**config.mk**
```make
export PLATFORM = sky130hd
export DESIGN_NAME = rv_core
export DESIGN_NICKNAME = d
export VERILOG_FILES = /design/src/source/rv_pkg.sv /design/src/source/decode_unit.sv /design/src/source/execute_unit.sv /design/src/source/fetch_unit.sv /design/src/source/mem_stage.sv /design/src/source/reg_file.sv /design/src/source/rv_core.sv
export SDC_FILE = /design/constraint.sdc
export NUM_CORES = 2
export LEC_CHECK = 0
export ABC_CLOCK_PERIOD_IN_PS = 55500
export BUFFER_PORTS_ARGS = -buffer_cell sky130_fd_sc_hd__buf_4
export CAP_MARGIN = 20
export CORE_MARGIN = 2
export CORE_UTILIZATION = 32
export CTS_CLUSTER_DIAMETER = 200
export DETAILED_ROUTE_END_ITERATION = 10
export HOLD_SLACK_MARGIN = 0.08
export PLACE_DENSITY = 0.56
export SLEW_MARGIN = 20
export SYNTH_ARGS = -nofsm -noshare
export SYNTH_HDL_FRONTEND = slang
export SYNTH_SLANG_ARGS = --single-unit
```
**constraint.sdc**
```tcl
create_clock -name clk -period 55.5 [get_ports clk]
set_input_delay 5.55 -clock clk [delete_from_list [all_inputs] [get_ports clk]]
set_output_delay 5.55 -clock clk [all_outputs]
set_load 0.05 [all_outputs]
```
**src/source/rv_pkg.sv**
```systemverilog
`default_nettype none

package rv_pkg;

  localparam int XLEN = 32;
  localparam int REG_ADDR_W = 5;

  typedef logic [XLEN-1:0] word_t;
  typedef logic [REG_ADDR_W-1:0] reg_addr_t;

  // major opcodes
  localparam logic [6:0] OP_REG    = 7'b0110011;
  localparam logic [6:0] OP_IMM    = 7'b0010011;
  localparam logic [6:0] OP_LOAD   = 7'b0000011;
  localparam logic [6:0] OP_STORE  = 7'b0100011;
  localparam logic [6:0] OP_BRANCH = 7'b1100011;
  localparam logic [6:0] OP_LUI    = 7'b0110111;
  localparam logic [6:0] OP_AUIPC  = 7'b0010111;
  localparam logic [6:0] OP_JAL    = 7'b1101111;
  localparam logic [6:0] OP_JALR   = 7'b1100111;

  localparam logic [2:0] F3_BYTE = 3'b000;
  localparam logic [2:0] F3_WORD = 3'b010;

  typedef enum logic [3:0] {
    ALU_ADD, ALU_SUB, ALU_SLL, ALU_SRL, ALU_SRA, ALU_AND,
    ALU_OR, ALU_XOR, ALU_SLT, ALU_SLTU, ALU_PASS_B
  } alu_op_t;

  // values match branch funct3
  typedef enum logic [2:0] {
    BR_EQ  = 3'b000,
    BR_NE  = 3'b001,
    BR_LT  = 3'b100,
    BR_GE  = 3'b101,
    BR_LTU = 3'b110,
    BR_GEU = 3'b111
  } branch_t;

  typedef enum logic [1:0] {WB_ALU, WB_MEM, WB_LINK} wb_sel_t;

  typedef struct packed {
    logic [6:0] funct7;
    logic [4:0] rs2;
    logic [4:0] rs1;
    logic [2:0] funct3;
    logic [4:0] rd;
    logic [6:0] opcode;
  } r_fmt_t;

  typedef struct packed {
    logic [11:0] imm;
    logic [4:0] rs1;
    logic [2:0] funct3;
    logic [4:0] rd;
    logic [6:0] opcode;
  } i_fmt_t;

  typedef struct packed {
    logic [6:0] imm_hi;
    logic [4:0] rs2;
    logic [4:0] rs1;
    logic [2:0] funct3;
    logic [4:0] imm_lo;
    logic [6:0] opcode;
  } s_fmt_t;

  typedef struct packed {
    logic imm12;
    logic [5:0] imm10_5;
    logic [4:0] rs2;
    logic [4:0] rs1;
    logic [2:0] funct3;
    logic [3:0] imm4_1;
    logic imm11;
    logic [6:0] opcode;
  } b_fmt_t;

  typedef struct packed {
    logic [19:0] imm20;
    logic [4:0] rd;
    logic [6:0] opcode;
  } u_fmt_t;

  typedef struct packed {
    logic imm20;
    logic [9:0] imm10_1;
    logic imm11;
    logic [7:0] imm19_12;
    logic [4:0] rd;
    logic [6:0] opcode;
  } j_fmt_t;

  // one instruction word, six views
  typedef union packed {
    r_fmt_t r;
    i_fmt_t i;
    s_fmt_t s;
    b_fmt_t b;
    u_fmt_t u;
    j_fmt_t j;
  } inst_u;

endpackage

`default_nettype wire

```
**src/source/decode_unit.sv**
```systemverilog
`default_nettype none

module decode_unit (
  input  rv_pkg::inst_u     inst,
  output rv_pkg::reg_addr_t rs1,
  output rv_pkg::reg_addr_t rs2,
  output rv_pkg::reg_addr_t rd,
  output rv_pkg::word_t     imm,
  output rv_pkg::alu_op_t   alu_op,
  output logic              alu_src_imm,
  output logic              alu_a_pc,
  output logic              rd_we_req,
  output logic              mem_read,
  output logic              mem_write,
  output logic              mem_byte,
  output logic              branch,
  output logic              jump,
  output logic              jalr,
  output rv_pkg::branch_t   br_kind,
  output rv_pkg::wb_sel_t   wb_src
);
  import rv_pkg::*;

  word_t imm_i, imm_s, imm_b, imm_u, imm_j;
  alu_op_t f3_op;
  logic alt_sub;

  // register fields sit in the same place in every format
  assign rs1 = inst.r.rs1;
  assign rs2 = inst.r.rs2;
  assign rd = inst.r.rd;
  assign br_kind = branch_t'(inst.b.funct3);

  assign imm_i = {{20{inst.i.imm[11]}}, inst.i.imm};
  assign imm_s = {{20{inst.s.imm_hi[6]}}, inst.s.imm_hi, inst.s.imm_lo};
  assign imm_b = {{20{inst.b.imm12}}, inst.b.imm11, inst.b.imm10_5, inst.b.imm4_1, 1'b0};
  assign imm_u = {inst.u.imm20, 12'd0};
  assign imm_j = {{12{inst.j.imm20}}, inst.j.imm19_12, inst.j.imm11, inst.j.imm10_1, 1'b0};

  assign alt_sub = (inst.r.opcode == OP_REG) && inst.r.funct7[5]; // no subi

  always_comb begin
    case (inst.r.funct3)
      3'b000: f3_op = alt_sub ? ALU_SUB : ALU_ADD;
      3'b001: f3_op = ALU_SLL;
      3'b010: f3_op = ALU_SLT;
      3'b011: f3_op = ALU_SLTU;
      3'b100: f3_op = ALU_XOR;
      3'b101: f3_op = inst.r.funct7[5] ? ALU_SRA : ALU_SRL; // srai has the same bit
      3'b110: f3_op = ALU_OR;
      default: f3_op = ALU_AND;
    endcase
  end

  always_comb begin
    imm = '0;
    alu_op = ALU_ADD;
    alu_src_imm = 1'b0;
    alu_a_pc = 1'b0;
    rd_we_req = 1'b0;
    mem_read = 1'b0;
    mem_write = 1'b0;
    mem_byte = 1'b0;
    branch = 1'b0;
    jump = 1'b0;
    jalr = 1'b0;
    wb_src = WB_ALU;
    case (inst.r.opcode)
      OP_REG: begin
        alu_op = f3_op;
        rd_we_req = 1'b1;
      end
      OP_IMM: begin
        alu_op = f3_op;
        imm = imm_i;
        alu_src_imm = 1'b1;
        rd_we_req = 1'b1;
      end
      OP_LOAD: begin
        if (inst.i.funct3 == F3_BYTE || inst.i.funct3 == F3_WORD) begin
          imm = imm_i;
          alu_src_imm = 1'b1;
          mem_read = 1'b1;
          mem_byte = (inst.i.funct3 == F3_BYTE);
          rd_we_req = 1'b1;
          wb_src = WB_MEM;
        end
      end
      OP_STORE: begin
        if (inst.s.funct3 == F3_BYTE || inst.s.funct3 == F3_WORD) begin
          imm = imm_s;
          alu_src_imm = 1'b1;
          mem_write = 1'b1;
          mem_byte = (inst.s.funct3 == F3_BYTE);
        end
      end
      OP_BRANCH: begin
        imm = imm_b;
        branch = 1'b1;
      end
      OP_LUI: begin
        imm = imm_u;
        alu_op = ALU_PASS_B;
        alu_src_imm = 1'b1;
        rd_we_req = 1'b1;
      end
      OP_AUIPC: begin
        imm = imm_u;
        alu_a_pc = 1'b1;
        alu_src_imm = 1'b1;
        rd_we_req = 1'b1;
      end
      OP_JAL: begin
        imm = imm_j;
        jump = 1'b1;
        rd_we_req = 1'b1;
        wb_src = WB_LINK;
      end
      OP_JALR: begin
        imm = imm_i;
        jalr = 1'b1;
        rd_we_req = 1'b1;
        wb_src = WB_LINK;
      end
      default: ; // unknown opcode acts as nop
    endcase
  end

endmodule

`default_nettype wire

```
**src/source/execute_unit.sv**
```systemverilog
`default_nettype none

module execute_unit (
  input  rv_pkg::word_t   rs1_data,
  input  rv_pkg::word_t   rs2_data,
  input  rv_pkg::word_t   imm,
  input  rv_pkg::word_t   pc,
  input  rv_pkg::alu_op_t alu_op,
  input  logic            alu_src_imm,
  input  logic            alu_a_pc,
  input  logic            branch,
  input  rv_pkg::branch_t br_kind,
  output rv_pkg::word_t   result,
  output logic            branch_taken
);
  import rv_pkg::*;

  word_t op_a, op_b;
  logic [4:0] shamt;
  logic cond;

  assign op_a = alu_a_pc ? pc : rs1_data;
  assign op_b = alu_src_imm ? imm : rs2_data;
  assign shamt = op_b[4:0];

  always_comb begin
    case (alu_op)
      ALU_ADD:    result = op_a + op_b;
      ALU_SUB:    result = op_a - op_b;
      ALU_SLL:    result = op_a << shamt;
      ALU_SRL:    result = op_a >> shamt;
      ALU_SRA:    result = $signed(op_a) >>> shamt;
      ALU_AND:    result = op_a & op_b;
      ALU_OR:     result = op_a | op_b;
      ALU_XOR:    result = op_a ^ op_b;
      ALU_SLT:    result = {31'd0, $signed(op_a) < $signed(op_b)};
      ALU_SLTU:   result = {31'd0, op_a < op_b};
      ALU_PASS_B: result = op_b; // lui
      default:    result = '0;
    endcase
  end

  // branches always compare the two registers
  always_comb begin
    case (br_kind)
      BR_EQ:   cond = (rs1_data == rs2_data);
      BR_NE:   cond = (rs1_data != rs2_data);
      BR_LT:   cond = ($signed(rs1_data) < $signed(rs2_data));
      BR_GE:   cond = ($signed(rs1_data) >= $signed(rs2_data));
      BR_LTU:  cond = (rs1_data < rs2_data);
      BR_GEU:  cond = (rs1_data >= rs2_data);
      default: cond = 1'b0;
    endcase
  end

  assign branch_taken = branch && cond;

endmodule

`default_nettype wire

```
**src/source/fetch_unit.sv**
```systemverilog
`default_nettype none

module fetch_unit (
  input  logic          clk,
  input  logic          rst,
  input  logic          stall,
  input  logic          branch_taken,
  input  logic          jump,
  input  logic          jalr,
  input  rv_pkg::word_t imm,
  input  rv_pkg::word_t target_base,
  output rv_pkg::word_t pc,
  output rv_pkg::word_t pc_plus4
);
  import rv_pkg::*;

  word_t next_pc;
  word_t jalr_target;

  assign pc_plus4 = pc + 32'd4;
  assign jalr_target = target_base + imm;

  always_comb begin
    if (jalr) begin
      next_pc = {jalr_target[31:1], 1'b0}; // bit 0 dropped per spec
    end else if (branch_taken || jump) begin
      next_pc = pc + imm;
    end else begin
      next_pc = pc_plus4;
    end
  end

  always_ff @(posedge clk or posedge rst) begin
    if (rst) begin
      pc <= '0;
    end else if (!stall) begin
      pc <= next_pc; // held while data access waits
    end
  end

endmodule

`default_nettype wire

```
**src/source/mem_stage.sv**
```systemverilog
`default_nettype none

module mem_stage (
  input  logic            mem_read,
  input  logic            mem_write,
  input  logic            mem_byte,
  input  logic            rd_we_req,
  input  rv_pkg::wb_sel_t wb_src,
  input  rv_pkg::word_t   alu_result,
  input  rv_pkg::word_t   store_data,
  input  rv_pkg::word_t   pc_plus4,
  output logic            wb_cyc,
  output logic            wb_stb,
  output logic            wb_we,
  output rv_pkg::word_t   wb_adr,
  output rv_pkg::word_t   wb_dat_w,
  output logic [3:0]      wb_sel,
  input  rv_pkg::word_t   wb_dat_r,
  input  logic            wb_ack,
  output logic            stall,
  output logic            rd_we,
  output rv_pkg::word_t   rd_data
);
  import rv_pkg::*;

  logic access;
  logic [7:0] lane;
  word_t load_data;

  assign access = mem_read || mem_write;

  // classic cycle, held until ack
  assign wb_cyc = access;
  assign wb_stb = access;
  assign wb_we = mem_write;
  assign wb_adr = {alu_result[31:2], 2'b00};
  assign wb_dat_w = mem_byte ? {4{store_data[7:0]}} : store_data;
  assign wb_sel = mem_byte ? (4'b0001 << alu_result[1:0]) : 4'b1111;

  assign stall = access && !wb_ack;

  always_comb begin
    case (alu_result[1:0])
      2'd0:    lane = wb_dat_r[7:0];
      2'd1:    lane = wb_dat_r[15:8];
      2'd2:    lane = wb_dat_r[23:16];
      default: lane = wb_dat_r[31:24];
    endcase
  end

  assign load_data = mem_byte ? {{24{lane[7]}}, lane} : wb_dat_r; // lb sign-extends

  always_comb begin
    case (wb_src)
      WB_MEM:  rd_data = load_data;
      WB_LINK: rd_data = pc_plus4;
      default: rd_data = alu_result;
    endcase
  end

  assign rd_we = rd_we_req && !stall; // loads write on the ack edge

endmodule

`default_nettype wire

```
**src/source/reg_file.sv**
```systemverilog
`default_nettype none

module reg_file (
  input  logic              clk,
  input  logic              rst,
  input  rv_pkg::reg_addr_t rs1_addr,
  input  rv_pkg::reg_addr_t rs2_addr,
  input  rv_pkg::reg_addr_t rd_addr,
  input  logic              rd_we,
  input  rv_pkg::word_t     rd_data,
  output rv_pkg::word_t     rs1_data,
  output rv_pkg::word_t     rs2_data
);
  import rv_pkg::*;

  word_t regs [1:31]; // x0 has no storage

  assign rs1_data = (rs1_addr == '0) ? '0 : regs[rs1_addr];
  assign rs2_data = (rs2_addr == '0) ? '0 : regs[rs2_addr];

  always_ff @(posedge clk or posedge rst) begin
    if (rst) begin
      for (int i = 1; i < 32; i++) begin
        regs[i] <= '0;
      end
    end else if (rd_we && rd_addr != '0) begin
      regs[rd_addr] <= rd_data;
    end
  end

endmodule

`default_nettype wire

```
**src/source/rv_core.sv**
```systemverilog
`default_nettype none

module rv_core (
  input  logic          clk,
  input  logic          rst,
  output rv_pkg::word_t imem_addr,
  input  rv_pkg::word_t imem_data,
  output logic          wb_cyc,
  output logic          wb_stb,
  output logic          wb_we,
  output rv_pkg::word_t wb_adr,
  output rv_pkg::word_t wb_dat_w,
  output logic [3:0]    wb_sel,
  input  rv_pkg::word_t wb_dat_r,
  input  logic          wb_ack
);
  import rv_pkg::*;

  inst_u inst;
  reg_addr_t rs1, rs2, rd;
  word_t imm, pc_plus4, rs1_data, rs2_data, result, rd_data;
  alu_op_t alu_op;
  branch_t br_kind;
  wb_sel_t wb_src;
  logic alu_src_imm, alu_a_pc, rd_we_req, mem_read, mem_write, mem_byte;
  logic branch, jump, jalr, branch_taken, stall, rd_we;

  assign inst = imem_data;

  fetch_unit u_fetch (
    .clk(clk), .rst(rst), .stall(stall), .branch_taken(branch_taken),
    .jump(jump), .jalr(jalr), .imm(imm), .target_base(rs1_data),
    .pc(imem_addr), .pc_plus4(pc_plus4)
  );

  decode_unit u_decode (
    .inst(inst), .rs1(rs1), .rs2(rs2), .rd(rd), .imm(imm), .alu_op(alu_op),
    .alu_src_imm(alu_src_imm), .alu_a_pc(alu_a_pc), .rd_we_req(rd_we_req),
    .mem_read(mem_read), .mem_write(mem_write), .mem_byte(mem_byte),
    .branch(branch), .jump(jump), .jalr(jalr), .br_kind(br_kind), .wb_src(wb_src)
  );

  reg_file u_regs (
    .clk(clk), .rst(rst), .rs1_addr(rs1), .rs2_addr(rs2), .rd_addr(rd),
    .rd_we(rd_we), .rd_data(rd_data), .rs1_data(rs1_data), .rs2_data(rs2_data)
  );

  execute_unit u_exec (
    .rs1_data(rs1_data), .rs2_data(rs2_data), .imm(imm), .pc(imem_addr),
    .alu_op(alu_op), .alu_src_imm(alu_src_imm), .alu_a_pc(alu_a_pc),
    .branch(branch), .br_kind(br_kind), .result(result), .branch_taken(branch_taken)
  );

  mem_stage u_mem (
    .mem_read(mem_read), .mem_write(mem_write), .mem_byte(mem_byte),
    .rd_we_req(rd_we_req), .wb_src(wb_src), .alu_result(result),
    .store_data(rs2_data), .pc_plus4(pc_plus4), .wb_cyc(wb_cyc), .wb_stb(wb_stb),
    .wb_we(wb_we), .wb_adr(wb_adr), .wb_dat_w(wb_dat_w), .wb_sel(wb_sel),
    .wb_dat_r(wb_dat_r), .wb_ack(wb_ack), .stall(stall), .rd_we(rd_we),
    .rd_data(rd_data)
  );

endmodule

`default_nettype wire

```
Yosys cells after proc, flatten, opt, wreduce, memory -nomap -nowiden
Cells that the tools add are included.
{"block": "totals", "ff_bits": 1024, "input_bits": 67, "output_inout_bits": 103, "word_cells": 155}
{"block": "classes", "add_sub_neg": 5, "n_lt_le_gt_ge": 10, "n_eq_ne": 32, "n_shift": 4, "mux": 42, "n_bitwise": 6, "n_reduce_logical": 24}
{"operator": "bitwise mux 992 bit", "count": 1}
{"operator": "2-to-1 mux 32 bit", "count": 15}
{"operator": "one-hot mux 32 bit (11 select lines)", "count": 1}
{"operator": "binary-select mux 32 bit (select 5 bit)", "count": 2}
{"operator": "one-hot mux 32 bit (6 select lines)", "count": 1}
{"operator": "demux 32 bit (select 5 bit)", "count": 1}
{"operator": "< comparator 32 bit", "count": 4}
{"operator": "adder 32 bit", "count": 3}
{"operator": "greater-or-equal comparator 32 bit", "count": 2}
{"operator": "one-hot mux 32 bit (2 select lines)", "count": 1}
{"operator": "adder 32 x 3 -> 32 bit, second input constant", "count": 1}
{"operator": "AND 32 bit", "count": 1}
{"operator": "== test 32 bit", "count": 1}
{"operator": "inequality test 32 bit", "count": 1}
{"operator": "bitwise OR 32 bit", "count": 1}
{"operator": "<< shifter 32 x 5 -> 32 bit", "count": 1}
{"operator": "right shift 32 x 5 -> 32 bit", "count": 1}
{"operator": ">>> shifter 32 x 5 -> 32 bit", "count": 1}
{"operator": "subtractor 32 bit", "count": 1}
{"operator": "bitwise XOR 32 bit", "count": 1}
{"operator": "one-hot mux 4 bit (7 select lines)", "count": 1}
{"operator": "one-hot mux 8 bit (3 select lines)", "count": 1}
{"operator": "== test 7 x 6 -> 1 bit, second input constant", "count": 3}
{"operator": "== test 7 bit, second input constant", "count": 3}
{"operator": "33 further kinds", "count": 74}

Depth between registers and ports, before layout
{"block": "depth", "word_depth": 13, "ltp_mapped": 33, "ltp_nobuf": 24}

Hierarchy
Synthesis repeated with hierarchy kept, for this count alone.
{"block": "hier_totals", "hier_cells": 6721, "hier_area_um2": 71916.5}
{"mod": "reg_file", "instances": 1, "cells_per_inst": 4022, "area_each_um2": 53759.1, "seq_area_each_um2": 24823.8}
{"mod": "execute_unit", "instances": 1, "cells_per_inst": 1530, "area_each_um2": 9914.5, "seq_area_each_um2": 0.0}
{"mod": "fetch_unit", "instances": 1, "cells_per_inst": 755, "area_each_um2": 5669.2, "seq_area_each_um2": 800.8}
{"mod": "mem_stage", "instances": 1, "cells_per_inst": 293, "area_each_um2": 1750.4, "seq_area_each_um2": 0.0}
{"mod": "decode_unit", "instances": 1, "cells_per_inst": 121, "area_each_um2": 823.3, "seq_area_each_um2": 0.0}

Worst setup path after synthesis
No wires, ideal clock.
{"block": "synth_timing", "kind": "input-to-output", "from": "input port imem_data[20]", "to": "output port wb_sel[1]", "arrival_ns": 13.041, "t_required_ns": 49.950, "slack_ns": 36.909, "cell_stages": 26, "n_path_buf": 9, "path_cell_list": "buf_4 > buf_6 > buf_6 > buf_4 > buf_1 > buf_2 > clkbuf_1 > buf_1 > buf_2 > mux2i_1 > a21oi_1 > mux4_2 > mux2i_1 > nor2_1 > a21oi_1 > ha_1 > o21a_1 > o21ai_0 > a2111oi_0 > nor3_1 > a31oi_1 > a21oi_1 > o31ai_1 > nor4_1 > nor2_1 > o21ai_0"}
{"block": "synth_via", "elab_chain_cells": 10, "word_cells_on_any_way": 22, "classes_between": "add/sub: 2; order compare: 2; shift: 4; mux: 9; bitwise: 4; reduce/logical: 1"}
{"element": "from (decl)", "line": "rv_core.sv:7", "text": "input rv_pkg::word_t imem_data,"}
{"element": "inverter 5 -> 6 bit (implied by the code)", "line": "reg_file.sv:19", "text": "assign rs2_data = (rs2_addr == '0) ? '0 : regs[rs2_addr];"}
{"element": "binary-select mux 32 bit (select 5 bit)", "line": "reg_file.sv:19"}
{"element": "2-to-1 mux 32 bit (implied by the code) (2 in series)", "line": "reg_file.sv:19"}
{"element": "2-to-1 mux 32 bit", "line": "reg_file.sv:19"}
{"element": "2-to-1 mux 32 bit (*)", "line": "execute_unit.sv:23", "text": "assign op_b = alu_src_imm ? imm : rs2_data;"}
{"element": "subtractor 32 bit (tied with other cells)", "line": "execute_unit.sv:29", "text": "ALU_SUB: result = op_a - op_b;"}
{"element": "one-hot mux 32 bit (11 select lines) (*)", "line": "execute_unit.sv:27", "text": "case (alu_op)"}
{"element": "<< shifter 1 x 2 -> 4 bit (*)", "line": "mem_stage.sv:38", "text": "assign wb_sel = mem_byte ? (4'b0001 << alu_result[1:0]) : 4'b1111;"}
{"element": "2-to-1 mux 4 bit (*)", "line": "mem_stage.sv:38"}
{"element": "to (decl)", "line": "rv_core.sv:13", "text": "output logic [3:0] wb_sel,"}
Every way passes the cells marked *; elsewhere a longest branch is shown, timed or not. The select of a mux whose other input is x is not followed.

Final worst setup path
{"block": "layout_timing", "from": "input port imem_data[16]", "to": "output port wb_sel[0]"}
{"block": "layout_via", "elab_chain_cells": 10, "word_cells_on_any_way": 22, "classes_between": "add/sub: 2; order compare: 2; shift: 4; mux: 9; bitwise: 4; reduce/logical: 1"}
{"element": "inverter 5 -> 6 bit (implied by the code)", "line": "reg_file.sv:18", "text": "assign rs1_data = (rs1_addr == '0) ? '0 : regs[rs1_addr];"}
{"element": "binary-select mux 32 bit (select 5 bit)", "line": "reg_file.sv:18"}
{"element": "2-to-1 mux 32 bit (implied by the code) (2 in series)", "line": "reg_file.sv:18"}
{"element": "2-to-1 mux 32 bit", "line": "reg_file.sv:18"}
{"element": "2-to-1 mux 32 bit", "line": "execute_unit.sv:22", "text": "assign op_a = alu_a_pc ? pc : rs1_data;"}
{"element": "subtractor 32 bit (tied with other cells)", "line": "execute_unit.sv:29"}
{"element": "one-hot mux 32 bit (11 select lines) (*)", "line": "execute_unit.sv:27"}
{"element": "<< shifter 1 x 2 -> 4 bit (*)", "line": "mem_stage.sv:38"}
{"element": "2-to-1 mux 4 bit (*)", "line": "mem_stage.sv:38"}
Marks and branches as above.

==> impl_metrics.json <==
{
  "worstPathArrival_ns": 13.69,
  "syn2layout_area_growth_pct": 11.74,
  "syn_inst": 7362,
  "via_per_inst": 6.210,
  "totalWireLength_mm": 337.1,
  "drt_iter0_markers": 8568,
  "grt_max_degree": 183,
  "die-height_microns": 470.5,
  "grt.overflow.total": 0,
  "dieArea_sq_um": 221400,
  "drt-met1-wl_mm": 132.0,
  "syn_area_sq_um": 69650,
  "h-tree-depth": 3,
  "place_inst": 9976,
  "post_layout_nonfiller_instances": 10194,
  "num_vias": 63307,
  "antenna_found_initial": 16,
  "ys_seq_area_frac": 0.3679,
  "hold_ws_ns": 0.4994,
  "synth_edf_count": 0,
  "postSynthAreaPerCell_sq_um": 9.460,
  "placed_area_sq_um": 73860,
  "drive_gt1_frac": 0.1846,
  "period_share": 0.3466,
  "max_freq_ghz": 0.05198,
  "cp.required_ns": 49.95,
  "yosys_warnings": 0,
  "first_pass_iters": 7,
  "start_kind": "input port",
  "drv_slew": 0,
  "holdCritPathClass": "flip-flop to flip-flop",
  "wl_met2_mm": 145.8,
  "io_buffer_count": 167,
  "relSlewSlack": 0.1513,
  "fin_setup_tns_ns": 0,
  "ant_nets": 0,
  "hpwlAfterDp_mm": 237.9,
  "startpoint": "imem_data[16]",
  "root_buffer": "clkbuf_16",
  "clock-sinks": 1024,
  "cts_resized": 0,
  "grt_pass1_wl_mm": 473.8,
  "cap_violations": 0,
  "power-per-cell-area_nw_per_um2": 28.76,
  "cts_buffers": 114,
  "grt_pass1_vias": 60602,
  "cp-end-kind": "output pin",
  "setup-violations-final": 0,
  "synth-seq-cells": 1024,
  "cp_max_fo": 44,
  "synthArstFlopShare": 1.000,
  "clk_latency_ns": 0.79,
  "met3_length_mm": 30.53,
  "fin_area_sq_um": 77830,
  "cts_setup_buffers": 0,
  "status": "completed",
  "path_clk_slew_ns": 0.06,
  "fin_crit_ns": 19.24,
  "hold_buffers": 0,
  "finClkSkew_ns": 0.06985,
  "num_rows": 171,
  "clockBufferDepth": 3,
  "rsz0062_at_grt": "no",
  "min_from": "u_regs.regs[172]",
  "path_class": "input port to output pin",
  "ys.flop_type": "dfrtp_1",
  "irDropWorstVdd_uv": 25.74,
  "drcViolationCount": 0,
  "core_area_sq_um": 216700,
  "final_cell_mix": "nand2_1 (1,076), dfrtp_1 (1,024), o21ai_0 (625)",
  "total_power_mw": 2.238,
  "tightest_slew_ns": 1.263,
  "r2r_start": "u_regs.regs[516]",
  "highest_layer": "met5",
  "cts_tree": "done",
  "io_pins": 170,
  "grt_util_all_layers": 0.2969,
  "fin_nets": 7503,
  "finalHoldViolCount": 0,
  "start_util": 0.3213,
  "post_drt_wl_per_cell_microns": 33.07,
  "power.leakage_nw": 33.02,
  "die_w_microns": 470.5,
  "final_common_cell": "nand2_1",
  "synthDistinctLibCells": 117,
  "gp_congestion": 1.066
}
[area by class of cell]
class	count	area, sq um
Fill cell	21873	138900
Multi-Input combinational cell	5541	40910
Sequential cell	1024	25620
Tap cell	2854	3571
Clock buffer	171	3410
Timing Repair Buffer	405	3191
Inverter	153	584.3
Clock inverter	39	515.5
Antenna cell	7	17.52
[logic make-up after synthesis]
logic type,share of synthesized area
AOI/OAI and AO/OA,0.2006
and+or+nand+nor,0.1300
DFF,0.3679
muxes,0.2017
buffers and inverters,0.05086
adders and majority gates,0.03582
xor gates and xnor gates,0.01308
other,0.00005384
[synthesized netlist by cell type, types with 50 or more instances]
cell         n  area share
nand2_1   1107       0.060
dfrtp_1   1024        0.37
o21ai_0    632       0.045
nor2_1     466       0.025
a21oi_1    463       0.033
mux4_2     423        0.14
o21ai_1    400       0.029
clkbuf_1   395       0.021
mux2i_1    263       0.038
ha_1       193       0.035
mux2_2     163       0.026
inv_1      144      0.0078
buf_2      130      0.0093
nand3_1    102      0.0073
a22oi_1     98       0.011
nor3_1      91      0.0065
a21o_1      85      0.0092
o211ai_1    71      0.0077
xnor2_1     70      0.0088
and3_1      56      0.0050
nand2b_1    56      0.0050
o22ai_1     55      0.0049
buf_4       53      0.0057
a31oi_1     50      0.0045
[worst paths after layout]
path / endpoint / slack (ns) / depth (start not counted)
worst min register to register: u_regs.regs[172] / 0.50 / 2
worst min-delay path: u_regs.regs[172] / 0.50 / 2
max in group asynchronous: u_regs.regs[519] / 46.60 / 6
worst max-delay path: wb_sel[0] / 36.26 / 22
min in group asynchronous: u_regs.regs[439] / 4.93 / 2
worst max register to register: u_regs.regs[343] / 47.03 / 25
[sequential cells by signal, indices dropped and copies added (netlist names)]
| register | cells |
|---|---|
| u_regs.regs | 992 |
| u_fetch.pc | 32 |
[metrics by stage]
stage / worst slack [ns] / util
6_report: 36.26 / 0.3591
4_1_cts: 36.52 / 0.3589
2_1_floorplan: 21.13 / -
5_1_grt: 36.00 / 0.3590
3_5_place_dp: 36.51 / 0.3408
3_3_place_gp: 36.51 / 0.3407
[worst max-delay path, stage by stage]
cell	delay (ns)
buf_8	0.35
buf_4	0.69
buf_4	0.64
nor3b_2	0.10
buf_4	0.25
a22o_1	0.24
a31oi_1	0.50
o31ai_1	0.43
mux2i_2	0.57
inv_1	0.14
ha_1	0.27
nor3b_1	0.52
a2111oi_0	0.25
nor3_1	0.57
a31oi_1	0.38
a21oi_1	0.28
o31ai_1	0.09
buf_4	0.17
or4_1	0.75
nand2_2	0.28
o21ai_2	0.16
buf_4	0.26
[layer usage]
layer / GRT usage / up-vias
met3: 0.06003 / 872
met4: 0.2114 / 8
met1: 0.3811 / 31949
li1: - / 26896
met5: 0 / -
met2: 0.4465 / 3582
[power breakdown]
part           leakage (nW)  switching (mW)  internal [mW]
clock network          1.92           0.338          0.462
logic                  17.0           0.426          0.183
registers              14.1          0.0481          0.782
total                  33.0           0.812           1.43
Power figures use the tool's default switching activity.
